[src/logic/fetch_pkg.sv]
// Fetch stage shared definitions
// Block geometry, cache bus structs, queue entry, status and dispatch bundle
package fetch_pkg;

    // ====================================================================
    // Constants
    // ====================================================================
    parameter int XLEN        = 32;     // Address and instruction width
    parameter int BLOCK_INSTS = 4;      // Instructions per cache block
    parameter int BLOCK_BYTES = 16;
    parameter int OFFSET_W    = 4;      // Byte offset within a block
    parameter int DP_NUM      = 2;      // Max instructions offered per cycle
    parameter int DP_CNT_W    = 2;      // Holds 0..DP_NUM
    parameter int INS_CNT_W   = 3;      // Holds 0..BLOCK_INSTS
    parameter int THREAD_W    = 1;      // Thread field on the buses, two threads
    parameter int FREE_CNT_W  = 5;      // Free entry count, queues up to 16 deep

    typedef logic [THREAD_W-1:0] thread_t;

    // ====================================================================
    // Cache interface
    // ====================================================================
    // One block, seen as the bus word or as instruction slots
    typedef union packed {
        logic [BLOCK_BYTES*8-1:0]         raw_word;
        logic [BLOCK_INSTS-1:0][XLEN-1:0] slot;     // Slot 0 at lowest address
    } cache_block_t;

    typedef struct packed {
        logic            valid;     // Single-cycle strobe
        thread_t         thread;
        logic [XLEN-1:0] addr;      // Block aligned
    } fetch_req_t;

    typedef struct packed {
        logic            valid;
        thread_t         thread;
        logic [XLEN-1:0] addr;      // Block address that was requested
        cache_block_t    data;
    } fetch_rsp_t;

    // ====================================================================
    // Queue and dispatch
    // ====================================================================
    typedef struct packed {
        logic [XLEN-1:0] inst;
        logic [XLEN-1:0] pc;
    } fiq_entry_t;

    typedef struct packed {
        logic                  empty;
        logic                  flushing;    // Mispredict strobe this cycle
        logic                  pending;     // Request outstanding
        logic [FREE_CNT_W-1:0] free_cnt;
        logic [XLEN-1:0]       pc;
    } queue_status_t;

    typedef struct packed {
        logic [DP_CNT_W-1:0]          avail_num;
        thread_t                      thread;
        logic [DP_NUM-1:0][XLEN-1:0]  inst;
        logic [DP_NUM-1:0][XLEN-1:0]  pc;
    } dp_bundle_t;

endpackage

[src/logic/thread_queue.sv]
`timescale 1ns/1ns
// Per-thread fetch context
// PC, pending request flag and a circular instruction queue that is
// filled from cache blocks and drained by dispatch
module thread_queue #(
    parameter int THREAD_NUM = 2,
    parameter int FIQ_DEPTH  = 8,       // Power of two, at least BLOCK_INSTS
    parameter int THREAD_ID  = 0
) (
    input  logic                                  clk_i,
    input  logic                                  rst_i,
    input  logic [fetch_pkg::XLEN-1:0]            rst_pc_i,
    input  logic                                  br_mis_valid_i,
    input  logic [fetch_pkg::XLEN-1:0]            br_mis_target_i,
    input  logic                                  issue_i,
    input  fetch_pkg::fetch_rsp_t                 ic_rsp_i,
    input  logic [fetch_pkg::DP_CNT_W-1:0]        pop_cnt_i,
    output fetch_pkg::queue_status_t              status_o,
    output fetch_pkg::fiq_entry_t [FIQ_DEPTH-1:0] entries_o,
    output logic [$clog2(FIQ_DEPTH)-1:0]          head_o
);
    localparam int XLEN   = fetch_pkg::XLEN;
    localparam int OFF_W  = fetch_pkg::OFFSET_W;
    localparam int BLK_N  = fetch_pkg::BLOCK_INSTS;
    localparam int ICW    = fetch_pkg::INS_CNT_W;
    localparam int IDX_W  = $clog2(FIQ_DEPTH);
    localparam int PTR_W  = IDX_W + 1;              // Extra bit tells full from empty
    localparam int TID_W  = $clog2(THREAD_NUM);
    localparam int SLOT_W = $clog2(BLK_N);

    // ====================================================================
    // State
    // ====================================================================
    logic [XLEN-1:0]                        pc_q;       // Next PC to fetch
    logic [PTR_W-1:0]                       head_q;
    logic [PTR_W-1:0]                       tail_q;
    logic                                   pending_q;
    fetch_pkg::fiq_entry_t [FIQ_DEPTH-1:0]  buf_q;

    logic [PTR_W-1:0]                       occ;        // Entries held
    logic [PTR_W-1:0]                       free;
    logic [XLEN-1:0]                        blk_addr;
    logic [SLOT_W-1:0]                      slot_off;   // PC slot within the block
    logic [ICW-1:0]                         to_end;     // Slots left up to block end
    logic [ICW-1:0]                         ins_cnt;
    logic [TID_W-1:0]                       rsp_tid;
    logic                                   rsp_hit;
    logic [BLK_N-1:0][IDX_W-1:0]            wr_idx;
    logic [BLK_N-1:0][SLOT_W-1:0]           wr_slot;

    // ====================================================================
    // Insert count
    // ====================================================================
    assign occ      = tail_q - head_q;
    assign free     = PTR_W'(FIQ_DEPTH) - occ;
    assign blk_addr = {pc_q[XLEN-1:OFF_W], {OFF_W{1'b0}}};
    assign slot_off = pc_q[2 +: SLOT_W];            // Drop the byte bits
    assign to_end   = ICW'(BLK_N) - ICW'(slot_off);
    assign rsp_tid  = TID_W'(ic_rsp_i.thread);

    // Ours, expected and still for the current PC, else stale
    assign rsp_hit = ic_rsp_i.valid && (rsp_tid == TID_W'(THREAD_ID)) &&
                     pending_q && (ic_rsp_i.addr == blk_addr);

    always_comb
    begin
        if (!rsp_hit)
            ins_cnt = '0;
        else if (PTR_W'(to_end) > free)
            ins_cnt = ICW'(free);                   // Capped by free space
        else
            ins_cnt = to_end;
    end

    // Slot j of the insert lands at tail + j, read from offset + j
    always_comb
    begin
        for (int j = 0; j < BLK_N; j++)
        begin
            wr_idx[j]  = tail_q[IDX_W-1:0] + IDX_W'(j);
            wr_slot[j] = slot_off + SLOT_W'(j);
        end
    end

    // ====================================================================
    // Control registers
    // ====================================================================
    always_ff @(posedge clk_i)
    begin
        if (rst_i)
        begin
            pc_q      <= rst_pc_i;
            head_q    <= '0;
            tail_q    <= '0;
            pending_q <= 1'b0;
        end
        else if (br_mis_valid_i)                    // Flush wins over all else
        begin
            pc_q      <= br_mis_target_i;
            head_q    <= '0;
            tail_q    <= '0;
            pending_q <= 1'b0;
        end
        else
        begin
            pc_q   <= pc_q + (XLEN'(ins_cnt) << 2);
            head_q <= head_q + PTR_W'(pop_cnt_i);
            tail_q <= tail_q + PTR_W'(ins_cnt);
            if (issue_i)
                pending_q <= 1'b1;
            else if (rsp_hit)
                pending_q <= 1'b0;                  // Stale responses keep it set
        end
    end

    // Queue storage, each entry written with its own PC
    always_ff @(posedge clk_i)
    begin
        for (int j = 0; j < BLK_N; j++)
        begin
            if (j < ins_cnt)
            begin
                buf_q[wr_idx[j]].inst <= ic_rsp_i.data.slot[wr_slot[j]];
                buf_q[wr_idx[j]].pc   <= pc_q + XLEN'(4 * j);
            end
        end
    end

    // ====================================================================
    // Outputs
    // ====================================================================
    assign status_o.empty    = (occ == '0);
    assign status_o.flushing = br_mis_valid_i;
    assign status_o.pending  = pending_q;
    assign status_o.free_cnt = fetch_pkg::FREE_CNT_W'(free);
    assign status_o.pc       = pc_q;
    assign entries_o         = buf_q;
    assign head_o            = head_q[IDX_W-1:0];

    // Dispatch never takes more than this queue holds
    a_pop_le_occ: assert property (@(posedge clk_i) disable iff (rst_i)
        PTR_W'(pop_cnt_i) <= occ);

    // Inserts and pops keep the pointers within one lap
    a_occ_le_depth: assert property (@(posedge clk_i) disable iff (rst_i)
        occ <= PTR_W'(FIQ_DEPTH));

endmodule

[config.mk]
export PLATFORM = sky130hd
export DESIGN_NAME = thread_queue
export DESIGN_NICKNAME = d
export VERILOG_FILES = /design/src/logic/fetch_pkg.sv /design/src/logic/thread_queue.sv
export SDC_FILE = /design/constraint.sdc
export NUM_CORES = 2
export LEC_CHECK = 0
export BUFFER_PORTS_ARGS = -buffer_cell sky130_fd_sc_hd__buf_2
export CAP_MARGIN = 20
export CORE_MARGIN = 2
export CORE_UTILIZATION = 25
export DETAILED_ROUTE_END_ITERATION = 10
export GPL_ROUTABILITY_DRIVEN = 0
export PLACE_DENSITY = 0.5
export SLEW_MARGIN = 5
export SYNTH_ARGS = -nofsm -noshare
export SYNTH_HDL_FRONTEND = slang
export SYNTH_SLANG_ARGS = --single-unit
[constraint.sdc]
create_clock -name clk_i -period 5.1 [get_ports clk_i]
set_input_delay 1.02 -clock clk_i [delete_from_list [all_inputs] [get_ports clk_i]]
set_output_delay 1.02 -clock clk_i [all_outputs]
set_load 0.1 [all_outputs]
==> qor.csv <==
stage,metric,value,unit
global_route,vias in the first global route,39768,
yosys,post-synth net total,4640,
clock_tree,CTS root buffer,clkbuf_16,
critical_path,slowest CP cell,fa_1,
clock_tree,cts hold-fix bufs,0,
critical_path,Critical Path RT,5660,ps
yosys,yosys warns,0,
die,Die Ht,394,microns
yosys,"FF+latch count, synth",553,
status,status,"complete, no violations",
die,Die ar.,0.155,sq mm
yosys,"area leader, netlist",dfxtp_1,
clock_tree,Clock Sinks,553,
route,DR vias/cell,5.97,
yosys,Synth area leaders,"dfxtp_1 29%, mux2_2 9.6%, mux2i_1 8.6%, mux4_2 4.5%, nor2_1 3.9%",
critical_path,critical path depth,22,
yosys,register area share after synthesis,0.291,
die,num rows,143,
final_layout,"leading cell types in the layout, fill and taps excluded","785 x buf_2, 549 x dfxtp_1, 393 x nor2_1",
route,DRT Pass-1 Iters,7,
timing,Fmax,208,MHz
timing,Slew Limit Headroom,0.187,
route,WL/cell,33.5,microns
final_layout,Final Core Density,0.313,
clock_tree,# H-tree levels,3,
hold_path,worst hold-check path type,flip-flop to flip-flop,
critical_path,R2R cell count,22,
timing,final setup fails,0,
final_layout,final net count,5282,
die,core area,0.152,sq mm
yosys,post-synth top area share,0.290,
global_route,largest net degree at the start of global routing,131,
timing,Period minus WS final,4810,ps
critical_path,worst stage delay on the critical path,470,ps
hold_path,WHS Path Cells,1,
critical_path,CP max FO,8,
critical_path,"Data arrival, critical path",5360,ps
critical_path,crit path launch type,flip-flop,
route,DRC viols,0,
clock_tree,Clock transition at path regs,60,ps
place,post-DP HPWL,172000,microns
yosys,Mapped Area,0.0381,sq mm
yosys,Synth cell types,85,
run,Max Cap Violations,0,
final_layout,"commonest non-fill, non-tap cell in the layout",buf_2,
yosys,Avg Inst Size Synth,8.68,sq um
timing,RSZ-0062 raised after global routing,false,
yosys,ys async rst share,0,
power,LEAKAGE,0.0216,uW
critical_path,CP Capture Type,flip-flop,
critical_path,CP Buf/Inv Count,3,
timing,post-route setup TNS,0,ps
final_layout,filler cell count,16086,
critical_path,Crit path max-delay family,adder cells,
yosys,Post-synth EDFFs,2,
power,Power Density,273,mW/mm^2
final_layout,P&R area growth vs syn,24.8,%
power,VDD IR max,201,uV
global_route,total track usage,0.292,
clock_tree,CTS tree,built,
route,first-iteration detailed-routing DRC count,5442,
yosys,Main synth FF type,dfxtp_1,
global_route,GRT met3 Usage,0.106,
global_route,initial antenna violation count,26,
global_route,Top Usage Layer GRT,met2,
yosys,cell count after synthesis,4383,
timing,Slew @ Worst Pin,1210,ps
die,IO Pins,787,
timing,Fin. Hold Viols,0,
timing,fin crit share,0.942,
route,Antenna Nets Post-Route,0,
place,input/output buffers,785,
route,via count,42531,
timing,Clock Skews,40.3,ps
global_route,first-pass GRT wire length,326000,microns
place,Placed Cells,6977,
critical_path,cells along the critical path,ha_1 -> inv_1 -> fa_1 -> inv_1 -> ha_4 -> inv_1 -> ha_1 -> nor2b_1 -> o21a_1 -> o21a_1 -> nand2_1 -> nor2_1 -> a211oi_2 -> ha_1 -> fa_1 -> a21o_1 -> nand2_1 -> nor4_1 -> xnor2_1 -> nor2_1 -> a21oi_1 -> o21ai_0,
clock_tree,post-CTS setup buffers,0,
critical_path,critical path class,flip-flop to flip-flop,
final_layout,Layout Cells excl Fill,7121,
power,Final Power,13000,uW
timing,max-slew violation count,0,
route,drt total wl,239000,microns
die,initial core utilization,0.251,
clock_tree,cts bufs inserted,76,
clock_tree,clk buf depth,3,
global_route,GR Util met2,0.453,
global_route,met1 usage,0.361,
global_route,grt total ovfl,0,
die,Die Span X,394,microns
final_layout,layout cells sized above 1,0.327,
clock_tree,"Clk Latency, worst-skew pair",720,ps
-- path summary, 6_finish.rpt --
kind | to | slack [ps] | from
worst min-delay path | entries_o[0] | 470 | entries_o[0]
worst max register to register | pc_q[24] | 290 | head_q[0]
worst min register to register | entries_o[0] | 470 | entries_o[0]
worst max-delay path | pc_q[24] | 290 | head_q[0]
-- per-stage QoR --
step                      cell area, sq um  setup WS (ps)  hold slack, ps
after global routing                 47500           18.3             490
after global placement               44900            168             445
after CTS                            47500            187             454
final                                47500            294             472
after detailed placement             44900            163             459
after floorplan                      38100           80.1             474
-- state kept, by name (all words and copies together) (netlist names) --
name	flops
pc_q	32
entries_o	512
tail_q	4
head_q	4
pending_q	1
-- cell families after synthesis --
| logic type | after synthesis | share of synthesized area |
|---|---|---|
| adders and majority gates | 25 | 0.00901 |
| muxes | 731 | 0.228 |
| buffers and inverters | 499 | 0.0591 |
| other | 1 | 0.0000985 |
| xor gates and xnor gates | 156 | 0.0387 |
| and+or+nand+nor | 1073 | 0.133 |
| AOI/OAI and AO/OA | 1345 | 0.241 |
| DFF | 553 | 0.291 |
-- worst reg2reg max path, stage by stage (launching register included) --
cell and delay (ps):
dfxtp_1 360, ha_1 170, inv_1 60, fa_1 470, inv_1 60, ha_4 300
inv_1 70, ha_1 300, nor2b_1 140, o21a_1 170, o21a_1 190, nand2_1 130
nor2_1 70, a211oi_2 300, ha_1 260, fa_1 220, a21o_1 210, nand2_1 300
nor4_1 430, xnor2_1 170, nor2_1 60, a21oi_1 130, o21ai_0 80
-- power breakdown --
| group | internal, uW | leakage, uW | switching [uW] |
|---|---|---|---|
| combinational | 752 | 0.0159 | 2170 |
| sequential | 4360 | 0.00447 | 42.3 |
| clock | 3260 | 0.00123 | 2390 |
| total | 8370 | 0.0216 | 4600 |
-- metal layers --
layer	up-vias	routed length, microns	part of all wire
met5	-	125	0.00052
li1	17898	-	-
met1	21130	91300	0.38
met2	2928	105000	0.44
met4	18	11800	0.049
met3	557	30700	0.13
-- cells in the mapped netlist, types with 35 or more instances --
master and instances:
a211oi_1 79, a21oi_1 256, a221o_1 115, a22oi_1 91, buf_2 115, clkbuf_1 271
dfxtp_1 551, mux2_2 324, mux2i_1 328, mux4_2 76, nand2_1 249, nand3_1 61
nand4_1 35, nor2_1 398, nor3_1 161, o211ai_1 124, o21ai_0 225, o21ai_1 37
o221ai_1 48, o22ai_1 149, xnor2_1 89, xor2_1 54
-- area by class of cell --
cell class / instances / area (sq um) / share of cell area
repair buffers: 1026 / 6050 / 0.127
flip-flops and latches: 553 / 11100 / 0.234
clock buffers: 107 / 2190 / 0.0461
inverters: 37 / 141 / 0.00298
well taps: 2030 / 2540 / 0.0535
multi-input cells: 3331 / 25100 / 0.529
diodes: 14 / 35.0 / 0.000737
clock inverters: 23 / 333 / 0.00701
-- repair_timing --
item / 4_1_cts / 5_1_grt
endpoints found under the setup margin: 0 / 5
gates resized for setup: 0 / 3
hold endpoints to repair: 0 / 0
No activity file was read; power rests on OpenSTA's default activity.
