## config.mk

```make
export PLATFORM = sky130hd
export DESIGN_NAME = dispatch_select
export DESIGN_NICKNAME = d
export VERILOG_FILES = /design/src/logic/fetch_pkg.sv /design/src/logic/dispatch_select.sv
export SDC_FILE = /design/constraint.sdc
export NUM_CORES = 1
export LEC_CHECK = 0
export BUFFER_PORTS_ARGS = -buffer_cell sky130_fd_sc_hd__buf_4
export CORE_AREA = 2 2 483 485
export CTS_CLUSTER_DIAMETER = 60
export DETAILED_ROUTE_END_ITERATION = 10
export DIE_AREA = 0 0 485 487
export PLACE_DENSITY_LB_ADDON = 0.15
export SYNTH_ARGS = -nofsm -noshare
export SYNTH_HDL_FRONTEND = slang
export SYNTH_SLANG_ARGS = --single-unit
```

## constraint.sdc

```tcl
create_clock -name clk_i -period 6.5 [get_ports clk_i]
set_input_delay 1.3 -clock clk_i [delete_from_list [all_inputs] [get_ports clk_i]]
set_output_delay 1.3 -clock clk_i [all_outputs]
set_load 0.05 [all_outputs]
```

## src/logic/fetch_pkg.sv

```systemverilog
// Fetch stage shared definitions
// Block geometry, cache bus structs, queue entry, status and dispatch bundle
package fetch_pkg;

    // ====================================================================
    // Constants
    // ====================================================================
    parameter int XLEN        = 32;     // Address and instruction width
    parameter int BLOCK_INSTS = 4;      // Instructions per cache block
    parameter int BLOCK_BYTES = 16;
    parameter int OFFSET_W    = 4;      // Byte offset within a block
    parameter int DP_NUM      = 2;      // Max instructions offered per cycle
    parameter int DP_CNT_W    = 2;      // Holds 0..DP_NUM
    parameter int INS_CNT_W   = 3;      // Holds 0..BLOCK_INSTS
    parameter int THREAD_W    = 1;      // Thread field on the buses, two threads
    parameter int FREE_CNT_W  = 5;      // Free entry count, queues up to 16 deep

    typedef logic [THREAD_W-1:0] thread_t;

    // ====================================================================
    // Cache interface
    // ====================================================================
    // One block, seen as the bus word or as instruction slots
    typedef union packed {
        logic [BLOCK_BYTES*8-1:0]         raw_word;
        logic [BLOCK_INSTS-1:0][XLEN-1:0] slot;     // Slot 0 at lowest address
    } cache_block_t;

    typedef struct packed {
        logic            valid;     // Single-cycle strobe
        thread_t         thread;
        logic [XLEN-1:0] addr;      // Block aligned
    } fetch_req_t;

    typedef struct packed {
        logic            valid;
        thread_t         thread;
        logic [XLEN-1:0] addr;      // Block address that was requested
        cache_block_t    data;
    } fetch_rsp_t;

    // ====================================================================
    // Queue and dispatch
    // ====================================================================
    typedef struct packed {
        logic [XLEN-1:0] inst;
        logic [XLEN-1:0] pc;
    } fiq_entry_t;

    typedef struct packed {
        logic                  empty;
        logic                  flushing;    // Mispredict strobe this cycle
        logic                  pending;     // Request outstanding
        logic [FREE_CNT_W-1:0] free_cnt;
        logic [XLEN-1:0]       pc;
    } queue_status_t;

    typedef struct packed {
        logic [DP_CNT_W-1:0]          avail_num;
        thread_t                      thread;
        logic [DP_NUM-1:0][XLEN-1:0]  inst;
        logic [DP_NUM-1:0][XLEN-1:0]  pc;
    } dp_bundle_t;

endpackage

```

## src/logic/dispatch_select.sv

```systemverilog
`timescale 1ns/1ns
// Dispatch selector
// Takes turns between the threads, skipping empty or flushing ones, and
// offers up to DP_NUM head entries of the chosen queue
module dispatch_select #(
    parameter int THREAD_NUM = 2,
    parameter int FIQ_DEPTH  = 8
) (
    input  logic                                                 clk_i,
    input  logic                                                 rst_i,
    input  fetch_pkg::queue_status_t [THREAD_NUM-1:0]            status_i,
    input  fetch_pkg::fiq_entry_t [THREAD_NUM-1:0][FIQ_DEPTH-1:0] entries_i,
    input  logic [THREAD_NUM-1:0][$clog2(FIQ_DEPTH)-1:0]         head_i,
    input  logic [fetch_pkg::DP_CNT_W-1:0]                       dp_take_i,
    output logic [THREAD_NUM-1:0][fetch_pkg::DP_CNT_W-1:0]       pop_cnt_o,
    output fetch_pkg::dp_bundle_t                                dp_o
);
    localparam int TID_W  = $clog2(THREAD_NUM);
    localparam int IDX_W  = $clog2(FIQ_DEPTH);
    localparam int FW     = fetch_pkg::FREE_CNT_W;
    localparam int DPW    = fetch_pkg::DP_CNT_W;
    localparam int DP_N   = fetch_pkg::DP_NUM;

    logic [TID_W-1:0]              cnt_q;       // Thread whose turn it is
    logic [TID_W-1:0]              sel;         // Thread offered this cycle
    logic                          found;
    logic [FW-1:0]                 occ;
    logic [DP_N-1:0][IDX_W-1:0]    rd_idx;

    // ====================================================================
    // Thread choice
    // ====================================================================
    // Scan from the counter, the nearest ready thread wins
    always_comb
    begin : pick
        logic [TID_W-1:0] cand;
        sel   = cnt_q;
        found = 1'b0;
        for (int i = THREAD_NUM - 1; i >= 0; i--)
        begin
            cand = cnt_q + TID_W'(i);
            if (!status_i[cand].empty && !status_i[cand].flushing)
            begin
                sel   = cand;
                found = 1'b1;
            end
        end
    end

    assign occ = FW'(FIQ_DEPTH) - status_i[sel].free_cnt;

    // ====================================================================
    // Bundle
    // ====================================================================
    always_comb
    begin
        if (!found)
            dp_o.avail_num = '0;
        else if (occ >= FW'(DP_N))
            dp_o.avail_num = DPW'(DP_N);            // Ceiling on the offer
        else
            dp_o.avail_num = DPW'(occ);
        dp_o.thread = fetch_pkg::thread_t'(sel);
        for (int n = 0; n < DP_N; n++)
        begin
            rd_idx[n]    = head_i[sel] + IDX_W'(n);   // Wraps around the buffer
            dp_o.inst[n] = entries_i[sel][rd_idx[n]].inst;
            dp_o.pc[n]   = entries_i[sel][rd_idx[n]].pc;
        end
    end

    // Only the offered thread pops
    always_comb
    begin
        pop_cnt_o = '0;
        if (found)
            pop_cnt_o[sel] = dp_take_i;
    end

    always_ff @(posedge clk_i)
    begin
        if (rst_i)
            cnt_q <= '0;
        else if (found)
            cnt_q <= sel + TID_W'(1);               // Next turn goes past it
    end

    // Dispatcher stays within the offer
    a_take_le_avail: assert property (@(posedge clk_i) disable iff (rst_i)
        dp_take_i <= dp_o.avail_num);

endmodule

```

==> metrics.md, run 1 <==
| Metric | Value |
|---|---|
| RSZ-0062 raised after global routing | `false` |
| Simple-gate portion of the synthesized area | `17.71%` |
| Comb pwr share | `99.8%` |
| CP endpoint kind | `primary output` |
| Slew margin rel. | `34.47%` |
| Synth Area in Compound Gates | `22.84%` |
| Pin count of the biggest net entering global routing | `106` |
| Mapped Cells | `2494` |
| HP Start | `cnt_q` |
| Vias in the first global route | `27700` |
| Fin crit period | `6189 ps` |
| Fin. max-slew vios | `0` |
| Synth unique cells | `55` |
| Worst slew pin tran | `983.0 ps` |
| Multiplexer share of the synthesized area | `51.91%` |
| Yosys warnings | `0` |
| Seq/Total Area, Yosys | `0.1033%` |
| Status | `completed` |
| Hpwl dp | `163.5 mm` |
| Ports | `1249` |
| Largest family of logic cells by synthesized area | `multiplexers` |
| Switching share of power | `60.95%` |
| Largest register FFs | `1` |
| CP cell instances | `buf_4, or2_4, maj3_4, inv_12, mux2i_2, inv_1, ha_4, buf_12, buf_4, mux4_2, o211ai_1, o31a_1, buf_4` |
| WP buf/inv | `6` |
| Vias/cell | `4.064` |
| Cell Pwr Density | `144.7 nW/um2` |
| RD Place Congestion | `0.8676` |
| Worst R2R Path Depth | `3` |
| Max Cap Violations | `0` |
| Drt first-iter violations | `1441` |
| Drt total wl | `199.3 mm` |
| Biggest regs | `cnt_q x1` |
| Placed cells | `6542` |
| Crit path DAT | `4890 ps` |
| Net Switching | `0.002857 W` |
| Internal Power | `0.001831 W` |
| Core area | `231400 um2` |
| Post-detailed-route count of antenna-violating nets | `0` |
| DR DRC count | `0` |
| Initial antenna violation count | `89` |
| Register name with the most flops | `cnt_q` |
| Syn Nets | `3611` |
| Crit-path slowest cell | `ha_4` |
| Commonest non-fill, non-tap cells in the layout | `1259 x buf_4, 572 x mux2i_1, 350 x nand2_1, 209 x a21oi_1, 168 x mux4_2` |
| Worst r2r src | `cnt_q` |
| Worst skew pair latency | `0 ps` |
| Required time worst endpoint | `5200 ps` |
| Crit Path Category | `input pin to primary output` |
| Via count | `26700` |
| GRT Resource Usage Total | `15.90%` |
| Final std cells w/o fill | `6570` |
| Worst-case clock skew | `0 ps` |
| XOR/XNOR share of the synthesized area | `0.3229%` |
| Part of the power in registers | `0.2%` |
| Critical Path Max Stage Delay | `490 ps` |
| Critical path startpoint category | `input pin` |
| Fin. Hold Viols | `0` |
| Post-Syn Area per Cell | `7.769 um2` |
| Layout cell share with drive strength beyond 1 | `43.49%` |
| Initial Util | `8.372%` |
| Synthesized area | `19370 um2` |
| Worst flop-to-flop path endpoint | `cnt_q` |
| Setup slack, reg-to-reg | `5740 ps` |
| Clock network power share | `0%` |
| Total gr overflow | `0` |
| Post-synth EDFFs | `0` |
| Hold Path Depth | `2` |
| Die Height | `487 um` |
| Fmax | `0.1616 GHz` |
| Die W | `485 um` |
| Post-synthesis adder-cell area fraction | `0.2648%` |
| Worst-path clk slew | `0 ps` |
| Routed len/inst | `30.33 um` |
| Cts hold-fix bufs | `0` |
| Total Die Area | `236200 um2` |
| Maximum vdd drop | `106.2 uV` |
| CP top delay family | `buffers and inverters` |
| FF+latch count, synth | `1` |
| Class of the worst hold path | `flop to flop` |
| Synth Flop Type | `dfxtp_1` |
| First-pass GRT wire length | `260.3 mm` |
| Most common cell after layout, fill and taps aside | `buf_4` |
| PortBufs | `1182` |
| Hold Crit Endpoint | `cnt_q` |
| Row cnt | `177` |
| Final Util | `14.00%` |
| Nets@finish | `4621` |
| Total iterations of the first detailed-routing run | `5` |
| Final setup vio count | `0` |
| Most frequent CP cell | `buf_4` |
| Leakage | `13.78 nW` |
| Area growth, synth to finish | `67.24%` |
| Tcrit/Tclk final | `95.21%` |
| Crit Path Max Fanout | `37` |
| Async set-or-reset flop fraction in the synthesized netlist | `0%` |
worst register-to-register path, cell delays in order (launching register included):
cell and delay (ps):
dfxtp_1 380, nand2_1 120, o21ai_0 90, nor2_1 50
cells by family after synthesis:
logic type               after synthesis
adder cells (fa/ha/maj)                4
flip-flops                             1
AO/OA/AOI/OAI                        645
AND/OR/NAND/NOR                      748
multiplexers                         788
buffers and inverters                303
XOR/XNOR                               5
metal layers:
layer / up-vias / share of wire, % / track usage, %
met5: - / 0.21 / 0
met4: 62 / 2.6 / 3.678
met3: 221 / 8.0 / 4.771
met2: 1255 / 51 / 29.21
met1: 13350 / 38 / 17.80
li1: 11810 / - / -
through the flow:
stage               worst slack (ps)  cell area, um2  total power [W]  TNS (ps)  hold slack [ps]
CTS                            115.7           32340         0.004772         0            607.3
finish                         311.2           32400         0.004688         0            592.8
global placement              -327.7           32300         0.004751     -7538            595.4
floorplan                      136.4           19380         0.002633         0            521.4
detailed placement            -362.9           32300         0.004747     -8932            604.5
global route                   14.02           32370         0.004945         0            653.5
area by class of cell:
cell class | count | area, um2
multi-input cells | 2190 | 18150
well taps | 3043 | 3807
inverters | 9 | 58.81
fillers | 26680 | 199000
diodes | 25 | 62.56
repair buffers | 1302 | 10300
flip-flops and latches | 1 | 20.02
cell usage after synthesis (34+ instances only):
cell      count  area (um2)
a211oi_1    126       945.9
o22ai_1      39       244.0
nand3_1      45       225.2
mux4_2      168        3784
and3_1       47       294.0
nand2_1     355        1333
clkbuf_1    175       656.9
nor2_1      134       503.0
mux2i_1     574        5746
nor2b_1      80       500.5
a31oi_1      34       212.7
a21oi_1     209        1046
buf_2        75       375.4
worst max path at each step:
stage,slack (ps),start,to,cells after the start
2_1_floorplan,140,status_i[38],dp_o[34],15
3_3_place_gp,-330,status_i[78],dp_o[104],11
3_5_place_dp,-360,status_i[78],dp_o[104],11
4_1_cts,120,status_i[78],dp_o[114],12
5_1_grt,10,status_i[78],dp_o[113],15
6_report,310,status_i[78],dp_o[113],13
what timing repair did:
action | CTS | global route
gates resized for setup | 1 | 0
buffers inserted | 3 | 0
endpoints found under the setup margin | 56 | 0
power groups by stage:
stage               Sequential, W       Clock (W)  Combinational [W]
finish                 0.00000729  0.000000000522            0.00468
global route           0.00000737  0.000000000291            0.00494
CTS                    0.00000738               0            0.00476
detailed placement     0.00000732               0            0.00474
global placement       0.00000731               0            0.00474
floorplan              0.00000702               0            0.00263
(Power assumes the default switching activity.)
==> inputs of run 2 (changes only) <==
RECOVER_POWER = 25   (was not set)
==> metrics.md, run 2 (synthesis gave the netlist of run 1 again) <==
| Metric | Value |
|---|---|
| Post-detailed-route count of antenna-violating nets | `0` |
| CP top delay family | `buffers and inverters` |
| RD Place Congestion | `0.8676` |
| Vias/cell | `4.060` |
| Fin. max-slew vios | `100` |
| Critical path startpoint category | `input pin` |
| Status | `complete, but fails checks` |
| Row cnt | `177` |
| Biggest regs | `cnt_q x1` |
| Fmax | `0.1580 GHz` |
| Worst r2r src | `cnt_q` |
| Crit-path slowest cell | `clkbuf_4` |
| Worst-path clk slew | `0 ps` |
| Pin count of the biggest net entering global routing | `106` |
| Drt total wl | `199.3 mm` |
| Total iterations of the first detailed-routing run | `5` |
| WP buf/inv | `5` |
| Commonest non-fill, non-tap cells in the layout | `1239 x buf_4, 572 x mux2i_1, 350 x nand2_1, 209 x a21oi_1, 168 x mux4_2` |
| Hold Crit Endpoint | `cnt_q` |
| Initial antenna violation count | `89` |
| HP Start | `cnt_q` |
| Worst R2R Path Depth | `3` |
| Clock network power share | `0%` |
| Total Die Area | `236200 um2` |
| Net Switching | `0.002855 W` |
| Hpwl dp | `163.5 mm` |
| Drt first-iter violations | `1463` |
| Tcrit/Tclk final | `97.39%` |
| Critical Path Start | `status_i[78]` |
| Cell Pwr Density | `144.5 nW/um2` |
| Placed cell areas | `32300 um2` |
| Worst-case clock skew | `0 ps` |
| Finished layout cell area | `32310 um2` |
| Slew margin rel. | `-7.789%` |
| Final setup vio count | `0` |
| Comb pwr share | `99.8%` |
| Fin. Hold Viols | `0` |
| Failing checks | `max-capacitance violations, max-slew violations` |
| Crit path DAT | `5030 ps` |
| Register name with the most flops | `cnt_q` |
| Routed len/inst | `30.31 um` |
| Core area | `231400 um2` |
| Most common cell after layout, fill and taps aside | `buf_4` |
| Total gr overflow | `0` |
| Maximum vdd drop | `105.9 uV` |
| Internal Power | `0.001814 W` |
| Leakage | `13.73 nW` |
| Pre-CTS WS | `-362.9 ps` |
| Crit Path Max Fanout | `52` |
| Worst setup margin | `169.8 ps` |
| Worst slew pin tran | `1617 ps` |
| Placed cells | `6542` |
| CP cell instances | `buf_4, nor2_1, clkbuf_1, a211oi_1, or4_1, buf_6, clkbuf_4, mux2_1, a21oi_1, o221ai_1, buf_2` |
| GRT Resource Usage Total | `15.90%` |
| Area growth, synth to finish | `66.74%` |
| Switching share of power | `61.14%` |
| DR DRC count | `0` |
| Max Cap Violations | `1` |
| PortBufs | `1182` |
| Fin crit period | `6330 ps` |
| Die W | `485 um` |
| CP endpoint kind | `primary output` |
| Die Height | `487 um` |
| Crit Path Category | `input pin to primary output` |
| Worst flop-to-flop path endpoint | `cnt_q` |
| First-pass GRT wire length | `260.3 mm` |
| Hold Path Depth | `2` |
| Vias in the first global route | `27700` |
| Required time worst endpoint | `5200 ps` |
| Part of the power in registers | `0.2%` |
| Cts hold-fix bufs | `0` |
| Layout cell share with drive strength beyond 1 | `43.26%` |
| Critical Path Max Stage Delay | `690 ps` |
| Nets@finish | `4621` |
| Ports | `1249` |
| Via count | `26690` |
| Final std cells w/o fill | `6574` |
| Largest register FFs | `1` |
| Initial Util | `8.372%` |
| RSZ-0062 raised after global routing | `false` |
| Class of the worst hold path | `flop to flop` |
| Worst skew pair latency | `0 ps` |
| Setup slack, reg-to-reg | `5720 ps` |
-- run 2: power groups by stage --
| stage | registers [W] | logic (W) | clock network [W] |
|---|---|---|---|
| after floorplan | 0.00000702 | 0.00263 | 0 |
| after global placement | 0.00000731 | 0.00474 | 0 |
| after global routing | 0.00000737 | 0.00492 | 0.000000000291 |
| after CTS | 0.00000738 | 0.00476 | 0 |
| after detailed placement | 0.00000732 | 0.00474 | 0 |
| final | 0.00000729 | 0.00466 | 0.000000000388 |
-- run 2: worst reg2reg max path, delay by kind of cell, from the launching register on --
| kind | cells | cell delay [ps] |
|---|---|---|
| DFF | 1 | 380 |
| and+or+nand+nor | 2 | 170 |
| AOI/OAI and AO/OA | 1 | 110 |
-- run 2: metal layers --
layer | global-route usage (%) | up-vias | wire (um)
li1 | - | 11810 | -
met1 | 17.80 | 13370 | 76220
met2 | 29.21 | 1226 | 101300
met3 | 4.771 | 226 | 16100
met4 | 3.678 | 62 | 5247
met5 | 0 | - | 418
-- run 2: through the flow --
step	setup TNS [ps]	power (W)	util, %	hold slack, ps
final	0	0.004669	13.96	592.6
after floorplan	0	0.002633	-	521.4
after global placement	-7538	0.004751	13.96	595.4
after detailed placement	-8932	0.004747	13.96	604.5
after global routing	0	0.004926	13.94	653.7
after CTS	0	0.004772	13.97	607.3
-- run 2: worst max-delay path by stage --
| stage | endpoint | slack (ps) | depth (start not counted) |
|---|---|---|---|
| final | dp_o[80] | 170 | 11 |
| after global routing | dp_o[113] | 10 | 15 |
| after CTS | dp_o[114] | 120 | 12 |
| after detailed placement | dp_o[104] | -360 | 11 |
| after global placement | dp_o[104] | -330 | 11 |
| after floorplan | dp_o[34] | 140 | 15 |
-- run 2: layout make-up --
type                    count  area (um2)
inverters                   9       58.81
repair buffers           1302       10200
flip-flops and latches      1       20.02
multi-input cells        2190       18150
fillers                 26700      199100
well taps                3043        3807
diodes                     29       72.57
-- run 2: repair_timing --
| item | in CTS | in global routing |
|---|---|---|
| gates resized for setup | 1 | 0 |
| setup endpoints to repair | 56 | 0 |
| setup buffers | 3 | 0 |
