--- src/logic/fetch_pkg.sv ---
// Fetch stage shared definitions
// Block geometry, cache bus structs, queue entry, status and dispatch bundle
package fetch_pkg;

    // ====================================================================
    // Constants
    // ====================================================================
    parameter int XLEN        = 32;     // Address and instruction width
    parameter int BLOCK_INSTS = 4;      // Instructions per cache block
    parameter int BLOCK_BYTES = 16;
    parameter int OFFSET_W    = 4;      // Byte offset within a block
    parameter int DP_NUM      = 2;      // Max instructions offered per cycle
    parameter int DP_CNT_W    = 2;      // Holds 0..DP_NUM
    parameter int INS_CNT_W   = 3;      // Holds 0..BLOCK_INSTS
    parameter int THREAD_W    = 1;      // Thread field on the buses, two threads
    parameter int FREE_CNT_W  = 5;      // Free entry count, queues up to 16 deep

    typedef logic [THREAD_W-1:0] thread_t;

    // ====================================================================
    // Cache interface
    // ====================================================================
    // One block, seen as the bus word or as instruction slots
    typedef union packed {
        logic [BLOCK_BYTES*8-1:0]         raw_word;
        logic [BLOCK_INSTS-1:0][XLEN-1:0] slot;     // Slot 0 at lowest address
    } cache_block_t;

    typedef struct packed {
        logic            valid;     // Single-cycle strobe
        thread_t         thread;
        logic [XLEN-1:0] addr;      // Block aligned
    } fetch_req_t;

    typedef struct packed {
        logic            valid;
        thread_t         thread;
        logic [XLEN-1:0] addr;      // Block address that was requested
        cache_block_t    data;
    } fetch_rsp_t;

    // ====================================================================
    // Queue and dispatch
    // ====================================================================
    typedef struct packed {
        logic [XLEN-1:0] inst;
        logic [XLEN-1:0] pc;
    } fiq_entry_t;

    typedef struct packed {
        logic                  empty;
        logic                  flushing;    // Mispredict strobe this cycle
        logic                  pending;     // Request outstanding
        logic [FREE_CNT_W-1:0] free_cnt;
        logic [XLEN-1:0]       pc;
    } queue_status_t;

    typedef struct packed {
        logic [DP_CNT_W-1:0]          avail_num;
        thread_t                      thread;
        logic [DP_NUM-1:0][XLEN-1:0]  inst;
        logic [DP_NUM-1:0][XLEN-1:0]  pc;
    } dp_bundle_t;

endpackage

--- src/logic/fetch_arbiter.sv ---
`timescale 1ns/1ns
// Round-robin fetch arbiter
// Points at one thread per cycle and issues its block-aligned cache
// request when that thread may fetch
module fetch_arbiter #(
    parameter int THREAD_NUM = 2
) (
    input  logic                                     clk_i,
    input  logic                                     rst_i,
    input  logic [THREAD_NUM-1:0]                    thread_en_i,
    input  logic [THREAD_NUM-1:0]                    br_mis_valid_i,
    input  fetch_pkg::queue_status_t [THREAD_NUM-1:0] status_i,
    output logic [THREAD_NUM-1:0]                    issue_o,
    output fetch_pkg::fetch_req_t                    ic_req_o
);
    localparam int TID_W = $clog2(THREAD_NUM);
    localparam int XLEN  = fetch_pkg::XLEN;
    localparam int OFF_W = fetch_pkg::OFFSET_W;

    logic [TID_W-1:0]          ptr_q;       // Thread allowed to fetch
    logic                      run_q;       // Holds off the first cycle out of reset
    fetch_pkg::queue_status_t  cur;
    logic                      can_issue;

    assign cur = status_i[ptr_q];

    // Enabled, not flushing, nothing outstanding and room for one
    assign can_issue = run_q && thread_en_i[ptr_q] && !br_mis_valid_i[ptr_q] &&
                       !cur.pending && (cur.free_cnt != '0);

    always_comb
    begin
        issue_o        = '0;
        issue_o[ptr_q] = can_issue;                 // Sets pending at the edge
    end

    assign ic_req_o.valid  = can_issue;
    assign ic_req_o.thread = fetch_pkg::thread_t'(ptr_q);
    assign ic_req_o.addr   = {cur.pc[XLEN-1:OFF_W], {OFF_W{1'b0}}};

    // Pointer moves on every cycle whether or not a request issued
    always_ff @(posedge clk_i)
    begin
        if (rst_i)
        begin
            ptr_q <= '0;
            run_q <= 1'b0;
        end
        else
        begin
            ptr_q <= ptr_q + TID_W'(1);
            run_q <= 1'b1;
        end
    end

    // The issued thread shows its request outstanding in the next cycle
    a_issue_pending: assert property (@(posedge clk_i) disable iff (rst_i)
        $past(ic_req_o.valid) |-> status_i[$past(ptr_q)].pending);

endmodule

--- config.mk ---
export PLATFORM = sky130hd
export DESIGN_NAME = fetch_arbiter
export DESIGN_NICKNAME = d
export VERILOG_FILES = /design/src/logic/fetch_pkg.sv /design/src/logic/fetch_arbiter.sv
export SDC_FILE = /design/constraint.sdc
export NUM_CORES = 1
export LEC_CHECK = 0
export BUFFER_PORTS_ARGS = -buffer_cell sky130_fd_sc_hd__buf_2
export CORE_MARGIN = 2
export CORE_UTILIZATION = 23
export DETAILED_ROUTE_END_ITERATION = 10
export HOLD_SLACK_MARGIN = 0.06
export PLACE_DENSITY_LB_ADDON = 0.15
export SKIP_CTS_REPAIR_TIMING = 1
export SYNTH_ARGS = -nofsm -noshare
export SYNTH_HDL_FRONTEND = slang
export SYNTH_SLANG_ARGS = --single-unit
export TNS_END_PERCENT = 20
--- constraint.sdc ---
create_clock -name clk_i -period 1.7 [get_ports clk_i]
set_clock_uncertainty 0.1 [all_clocks]
set_input_delay 0.34 -clock clk_i [delete_from_list [all_inputs] [get_ports clk_i]]
set_output_delay 0.34 -clock clk_i [all_outputs]
set_load 0.05 [all_outputs]
==> results.txt, run 1 <==
----------------------------------------------------
[Clocking]
  Cell chosen for the clock root ... clkbuf_4
  Clock latency reported for the late side of the worst-skew pair ... 0.22 ns
  CTS tree ... done
  Clk slew on worst S/H paths ... 0.03 ns
  CTS H-tree lvls ... 1
  Num CTS Buffers ... 3
  Number of clock sinks ... 2
  Maximum number of buffers from clock root to sink ... 2

[Routing]
  Routed vias/inst ... 4.29
  Post-route DRC violation count ... 0
  Sum of routed wire length over all layers ... 1910 um
  Count of antenna-violating nets left after detailed routing ... 0
  Vias post-DR ... 811
  Average wire per standard cell ... 10.1 um
  Pre-Repair DR Iteration Count ... 2
  Starting DRC count in detailed routing ... 2

[Yosys]
  Main flop type after synthesis ... dfxtp_1
  Synthesized netlist cell count ... 54
  Area share of the leading cell type in the synthesized netlist ... 0.575
  Post-synthesis sequential area ratio ... 0.0731
  Most frequent cell after synthesis ... mux2_2
  Yosys synthesis warning count ... 0
  Netlist cell types ... 15
  Cell Area, Synth ... 548 um^2
  Fraction of registers with async set/reset ... 0
  Dominant cells by area after synthesis ... mux2_2 58%, buf_4 8.2%, clkbuf_8 7.5%
  Post-Syn Area per Cell ... 10.1 um^2
  Synth area leader ... mux2_2
  Most frequent cells after synthesis ... 28 x mux2_2, 6 x buf_4, 3 x clkbuf_8
  Synth Register Bits ... 2
  EDFF count, synth ... 0

[Timing]
  Fin crit share ... 1.06
  Unrepaired setup endpoints after global routing ... yes
  Max Fclk ... 557 MHz
  Post-route setup slack ... -0.0954 ns
  Final-report setup violation count ... 31
  Count of pins over their slew limit ... 0
  Final Hold Violating Endpoints ... 0
  Hold slack ... 0.171 ns
  Post-route minimum period ... 1.80 ns

[Critical path]
  Delay contributed by the slowest stage of the critical path ... 0.35 ns
  Endpoint type of the worst setup path ... primary output
  Cells along the critical path ... clkbuf_16 > nor4b_4 > o2111a_1 > buf_6
  Worst reg2reg startpoint ... ptr_q
  Setup slack on the worst flop-to-flop path ... 0.92 ns
  Setup crit start kind ... flop
  Crit path kind ... flop to primary output
  Capture instance of the worst register-to-register path ... ptr_q
  Worst-path cell with the longest stage delay ... dfxtp_4
  Worst r2r path cells ... 2
  Worst EP arrival ... 1.36 ns
  Worst Path Max Fanout ... 9
  Req. time, crit path ... 1.26 ns

[Global routing]
  Maximum number of pins on one net before global-route repair ... 20
  Global route total overflow ... 0
  Overall track demand over capacity in global routing ... 0.112
  First-pass GRT wire length ... 2350 um
  Vias in the first global route ... 652
  Antenna violations before repair ... 0

[Final layout]
  Nets ... 249
  Fraction of layout instances using a drive strength above 1 ... 0.907
  Non-filler cells in the finished layout ... 189
  Filler Cells Inserted ... 225
  Final instance area ... 1170 um^2
  Number of inserted diodes ... 0
  Layout-stage area growth over the synthesis result ... 114%

[Flow run]
  Max-cap violations ... 0

[Place]
  Post-placement worst setup slack ... -0.0430 ns
  Post-detailed-placement half-perimeter wirelength ... 1610 um
  DP Cell Count ... 182
  Placed inst area ... 1050 um^2
  # port buffers ... 105
  Routability cong. ... 0.677

[Floorplanning]
  Die extent in x ... 52.8 um
  Die Outline Area ... 2790 um^2
  Floorplan die height ... 52.8 um
  Core area ... 2230 um^2
  Core Rows ... 17
  Initial Utilization ... 0.245
  Top-level I/O count ... 122

[Worst hold path]
  Sink of the worst hold path ... ptr_q
  Start point of the worst hold path ... rst_i
  Hold Crit Depth ... 2
  Hold Crit Class ... input pin to flop

[Power and ir drop]
  Lkg Pwr ... 0.657 nW
  Max rail drop VDD ... 0.000328 V
  Cell Pwr Density ... 563 nW/um^2
  Total power after layout ... 0.660 mW

[Outcome]
  Outcome ... finished with violations
  Violations in the final reports ... setup timing

----------------------------------------------------
-- placed cells by master (no fill, tap or decap), drive strengths merged --
cell    netlist  routed
buf           7     110
mux2         28      28
conb          1       4
clkbuf        3       4
nor2          2       2
nor4          2       2
and3          2       2
nand2         2       2
dfxtp         2       2
nor3          1       1
nor4b         1       1
nand3b        1       1
o2111a        1       1
inv           1       1
-- stage by stage --
step	util	TNS, ns
2_1_floorplan	-	0
3_3_place_gp	0.470	0
3_5_place_dp	0.470	-0.0430
4_1_cts	0.480	-3.42
5_1_grt	0.525	-3.63
6_report	0.525	-1.72
-- report_power, final --
group          internal [mW]  switching (mW)  total [mW]  leakage [nW]
sequential            0.0501         0.00381      0.0539        0.0173
combinational          0.186           0.316       0.502         0.626
clock                 0.0778          0.0258       0.104        0.0138
total                  0.314           0.346       0.660         0.657
-- cell families after synthesis --
family	synth area share
compound gates	0.0205
simple gates	0.139
buf+inv	0.185
mux	0.575
other cells	0.00684
flops	0.0731
-- how the worst max path moves through the flow --
stage | startpoint | to | slack, ns
5_1_grt | ptr_q | ic_req_o[33] | -0.16
2_1_floorplan | ptr_q | issue_o[0] | 0.09
3_3_place_gp | ptr_q | ic_req_o[33] | 0.01
4_1_cts | ptr_q | ic_req_o[33] | -0.29
6_report | ptr_q | ic_req_o[33] | -0.1
3_5_place_dp | ptr_q | ic_req_o[33] | -0.04
-- area by class of cell --
class | instances | area (um^2) | area share
multi-input combinational | 44 | 432 | 0.368
tap | 28 | 35.0 | 0.0299
inverter | 1 | 3.75 | 0.00320
clock buffer | 3 | 22.5 | 0.0192
sequential | 2 | 43.8 | 0.0374
timing repair buffer | 111 | 636 | 0.542
-- sequential cells by signal, indices dropped and copies added (netlist names) --
register  cells
ptr_q         1
run_q         1
-- critical path, delay by kind of cell (launching register included) --
kind            cells  cell delay [ns]
simple gates        1             0.23
flops               1             0.35
buf+inv             2             0.32
compound gates      1             0.22
-- routing by layer --
layer / GRT usage / vias up / part of all wire
met4: 0.0641 / 0 / 0.0047
met2: 0.213 / 68 / 0.52
met3: 0.0171 / 2 / 0.16
li1: - / 403 / -
met5: 0 / - / 0
met1: 0.113 / 338 / 0.31
Note: power is estimated with default switching activity, not from simulation.
==> run 2: changes to the inputs <==
- BUFFER_PORTS_ARGS: -buffer_cell sky130_fd_sc_hd__buf_2 -> -buffer_cell sky130_fd_sc_hd__buf_4
==> run 2 against run 1 <==
Effect of this change: the run still ends with setup timing left; die area stayed put; largest power group unchanged; via count is 0.99% higher; critical path depth stayed put; largest cell class unchanged.
==> results.txt, run 2 (same netlist as run 1, synthesis figures left out) <==
----------------------------------------------------
[Routing]
  Starting DRC count in detailed routing ... 4
  Sum of routed wire length over all layers ... 2190 um
  Average wire per standard cell ... 11.6 um
  Routed vias/inst ... 4.36
  Vias post-DR ... 819
  Pre-Repair DR Iteration Count ... 4
  Count of antenna-violating nets left after detailed routing ... 0
  Post-route DRC violation count ... 0

[Clocking]
  CTS H-tree lvls ... 1
  CTS tree ... done
  Number of clock sinks ... 2
  Maximum number of buffers from clock root to sink ... 2
  Num CTS Buffers ... 3
  Clk slew on worst S/H paths ... 0.03 ns
  Clock latency reported for the late side of the worst-skew pair ... 0.22 ns
  Cell chosen for the clock root ... clkbuf_4

[Global routing]
  Antenna violations before repair ... 0
  Overall track demand over capacity in global routing ... 0.136
  Vias in the first global route ... 703
  First-pass GRT wire length ... 2810 um
  Global route total overflow ... 0
  Maximum number of pins on one net before global-route repair ... 16

[Place]
  Routability cong. ... 0.659
  DP Cell Count ... 183
  Post-placement worst setup slack ... -0.0123 ns
  Post-detailed-placement half-perimeter wirelength ... 1820 um
  # port buffers ... 105

[Timing]
  Max Fclk ... 566 MHz
  Final-report setup violation count ... 30
  Post-route setup slack ... -0.0666 ns
  Hold slack ... 0.177 ns
  Count of pins over their slew limit ... 0
  Accumulated negative setup slack ... -0.880 ns
  Final Hold Violating Endpoints ... 0
  Fin crit share ... 1.04
  Post-route minimum period ... 1.77 ns
  Unrepaired setup endpoints after global routing ... yes

[Critical path]
  Worst EP arrival ... 1.33 ns
  Req. time, crit path ... 1.26 ns
  Setup crit start kind ... flop
  Crit path kind ... flop to primary output
  Capture instance of the worst register-to-register path ... ptr_q
  Start point of the critical path ... ptr_q
  Worst r2r path cells ... 2
  Setup slack on the worst flop-to-flop path ... 0.89 ns
  Worst reg2reg startpoint ... ptr_q
  Endpoint of the worst setup timing path ... ic_req_o[33]
  Endpoint type of the worst setup path ... primary output
  Worst Path Max Fanout ... 5

[Floorplanning]
  Core Rows ... 17
  Top-level I/O count ... 122
  Core area ... 2230 um^2
  Floorplan die height ... 52.8 um
  Die Outline Area ... 2790 um^2
  Initial Utilization ... 0.245
  Die extent in x ... 52.8 um

[Outcome]
  Outcome ... finished with violations
  Violations in the final reports ... setup timing

[Flow run]
  Max-cap violations ... 0

[Worst hold path]
  Hold Crit Class ... input pin to flop

[Power and ir drop]
  Max rail drop VDD ... 0.000377 V
  Lkg Pwr ... 0.738 nW
  Cell Pwr Density ... 525 nW/um^2

[Final layout]
  Layout-stage area growth over the synthesis result ... 160%
  Number of inserted diodes ... 0
  Most frequent cells in the layout ... 98 x buf_4, 28 x mux2_2, 10 x buf_6
  Non-filler cells in the finished layout ... 188
  Fraction of layout instances using a drive strength above 1 ... 0.906
  Nets ... 248
  Most frequent standard cell in the layout excluding fill and tap cells ... buf_4
  Regs by FF count ... ptr_q x1, run_q x1

----------------------------------------------------
## run 2: final cells by class
type	instances	area (um^2)
timing repair buffer	110	888
fill	181	811
multi-input combinational	44	429
sequential	2	43.8
tap	28	35.0
clock buffer	3	22.5
inverter	1	3.75
## run 2: report_power, final
part,internal [mW],switching [mW]
sequential,0.0501,0.00325
clock,0.0777,0.0256
combinational,0.268,0.322
total,0.396,0.351
## run 2: routing by layer
| layer | part of all wire | track usage | vias to the layer above |
|---|---|---|---|
| li1 | - | - | 399 |
| met1 | 0.30 | 0.139 | 348 |
| met2 | 0.52 | 0.238 | 70 |
| met3 | 0.17 | 0.0400 | 2 |
| met4 | 0.0073 | 0.0897 | 0 |
| met5 | 0 | 0 | - |
## run 2: stage by stage
stage / utilization / total power [mW] / area [um^2]
floorplan: - / 0.413 / 559
global placement: 0.591 / 0.616 / 1320
detailed placement: 0.591 / 0.622 / 1320
CTS: 0.601 / 0.734 / 1340
global route: 0.637 / 0.786 / 1420
finish: 0.637 / 0.747 / 1420
## run 2: how the worst min path moves through the flow
stage / cells after the start / endpoint / start
floorplan: 1 / run_q / rst_i
global placement: 2 / run_q / rst_i
detailed placement: 2 / run_q / rst_i
CTS: 2 / run_q / rst_i
global route: 2 / run_q / rst_i
finish: 2 / run_q / rst_i
## run 2: critical path, stage by stage, from the launching register on
cell and delay, ns:
dfxtp_4 0.35, buf_12 0.13, nor4b_4 0.22, o2111a_1 0.25
buf_6 0.16
==> run 3: changes to the inputs <==
- BUFFER_PORTS_ARGS: -buffer_cell sky130_fd_sc_hd__buf_4 -> unset
- CORE_AREA: unset -> 2 2 47 49
- CORE_MARGIN: 2 -> unset
- CORE_UTILIZATION: 23 -> unset
- DIE_AREA: unset -> 0 0 49 51
- DONT_BUFFER_PORTS: unset -> 1
==> run 3 against run 2 <==
Effect of this change: the run still ends with setup timing left; power decreased by 27%; worst hold slack got worse by 0.10 ns; first-iteration DRC count decreased by 75%; critical path depth is 2 lower; setup slack improved by 0.059 ns; non-clock buffer count decreased by 103; critical path type unchanged; largest power group unchanged; highest routed layer is now met3.
==> results.txt, run 3 (same netlist as run 1, synthesis figures left out) <==
----------------------------------------------------
[Outcome]
  Outcome ... finished with violations
  Violations in the final reports ... setup timing

[Clocking]
  Num CTS Buffers ... 3
  CTS H-tree lvls ... 1
  Clock latency reported for the late side of the worst-skew pair ... 0.22 ns
  Maximum number of buffers from clock root to sink ... 2
  Number of clock sinks ... 2
  Clk slew on worst S/H paths ... 0.03 ns
  CTS tree ... done
  Cell chosen for the clock root ... clkbuf_4

[Power and ir drop]
  Total power after layout ... 0.541 mW
  Max rail drop VDD ... 0.000372 V
  Cell Pwr Density ... 794 nW/um^2
  Lkg Pwr ... 0.270 nW

[Place]
  Post-detailed-placement half-perimeter wirelength ... 1260 um
  Placed inst area ... 593 um^2
  # port buffers ... 0
  DP Cell Count ... 81
  Routability cong. ... 0.642
  Post-placement worst setup slack ... 0.116 ns

[Final layout]
  Fraction of layout instances using a drive strength above 1 ... 0.719
  Number of inserted diodes ... 0
  Post-layout utilization of the core ... 0.331
  Nets ... 145
  Most frequent cells in the layout ... 20 x mux2_2, 8 x mux2_4, 4 x conb_1, 4 x buf_12, 3 x clkbuf_4
  Most frequent standard cell in the layout excluding fill and tap cells ... mux2_2
  Final instance area ... 682 um^2
  Regs by FF count ... ptr_q x1, run_q x1
  Layout-stage area growth over the synthesis result ... 24.4%
  Non-filler cells in the finished layout ... 85
  Filler Cells Inserted ... 226

[Floorplanning]
  Top-level I/O count ... 122
  Floorplan die height ... 51 um
  Core Rows ... 17
  Die extent in x ... 49 um
  Die Outline Area ... 2500 um^2
  Core area ... 2060 um^2
  Initial Utilization ... 0.266

[Global routing]
  First-pass GRT wire length ... 1680 um
  Antenna violations before repair ... 0
  Global route total overflow ... 0
  Vias in the first global route ... 371
  Maximum number of pins on one net before global-route repair ... 21
  Overall track demand over capacity in global routing ... 0.0913

[Routing]
  Total routed wire length on the met1 layer ... 489 um
  Average wire per standard cell ... 17.1 um
  Count of antenna-violating nets left after detailed routing ... 0
  Sum of routed wire length over all layers ... 1460 um
  Post-route DRC violation count ... 0
  Starting DRC count in detailed routing ... 1
  Uppermost layer routed ... met3
  Routed vias/inst ... 5.36
  Metal2 WL ... 768 um
  Pre-Repair DR Iteration Count ... 2
  Met3 layer wire length in the routed design ... 199 um
  Vias post-DR ... 456

[Critical path]
  Worst EP arrival ... 1.27 ns
  Crit path kind ... flop to primary output
  Endpoint type of the worst setup path ... primary output
  Setup crit start kind ... flop
  Req. time, crit path ... 1.26 ns
  Worst Path Max Fanout ... 20

[Timing]
  Final Hold Violating Endpoints ... 0
  Post-route minimum period ... 1.71 ns
  Post-route setup slack ... -0.00777 ns
  Accumulated negative setup slack ... -0.0421 ns
  Final-report setup violation count ... 10
  Fin crit share ... 1.00
  Count of pins over their slew limit ... 0
  Hold slack ... 0.0729 ns
  Unrepaired setup endpoints after global routing ... yes
  Max Fclk ... 586 MHz

[Worst hold path]
  Hold Crit Class ... input pin to flop

[Flow run]
  Max-cap violations ... 0

----------------------------------------------------
-- run 3: cell types whose count changed in the layout (fill, tap and decap cells not counted) --
cell / change
buf_8: +1
nor4_1: +1
buf_12: +2
buf_6: -10
and3_1: -1
nor3_2: -1
buf_4: -97
nor3_4: +1
mux2_4: +8
nor4_2: -1
mux2_2: -8
and3_4: +1
dlygate4sd3_1: +1
-- run 3: critical path, stage by stage (launching register included) --
cell and delay, ns:
dfxtp_4 0.38, buf_12 0.17, mux2_2 0.48
-- run 3: area by class of cell --
| type | count | area, um^2 | share of cell area |
|---|---|---|---|
| clock buffers | 3 | 22.5 | 0.0330 |
| inverters | 1 | 3.75 | 0.00550 |
| multi-input cells | 44 | 464 | 0.681 |
| well taps | 28 | 35.0 | 0.0514 |
| repair buffers | 7 | 113 | 0.165 |
| flip-flops and latches | 2 | 43.8 | 0.0642 |
-- run 3: worst paths after layout --
path                            start     endpoint  slack, ns  depth (start not counted)
worst max-delay path            ptr_q  ic_req_o[9]     -0.008                          2
worst min-delay path            rst_i        run_q       0.07                          1
worst max register to register  ptr_q        ptr_q       0.64                          3
worst min register to register  ptr_q        ptr_q       0.76                          3
-- run 3: where the power goes --
group          internal, mW  switching, mW
Combinational        0.0979          0.285
Sequential           0.0501        0.00484
Clock                0.0778         0.0263
-- run 3: layer usage --
layer | track usage | up-vias
met4 | 0.0429 | 0
met5 | 0 | -
li1 | - | 196
met1 | 0.0847 | 202
met2 | 0.169 | 58
met3 | 0.0439 | 0
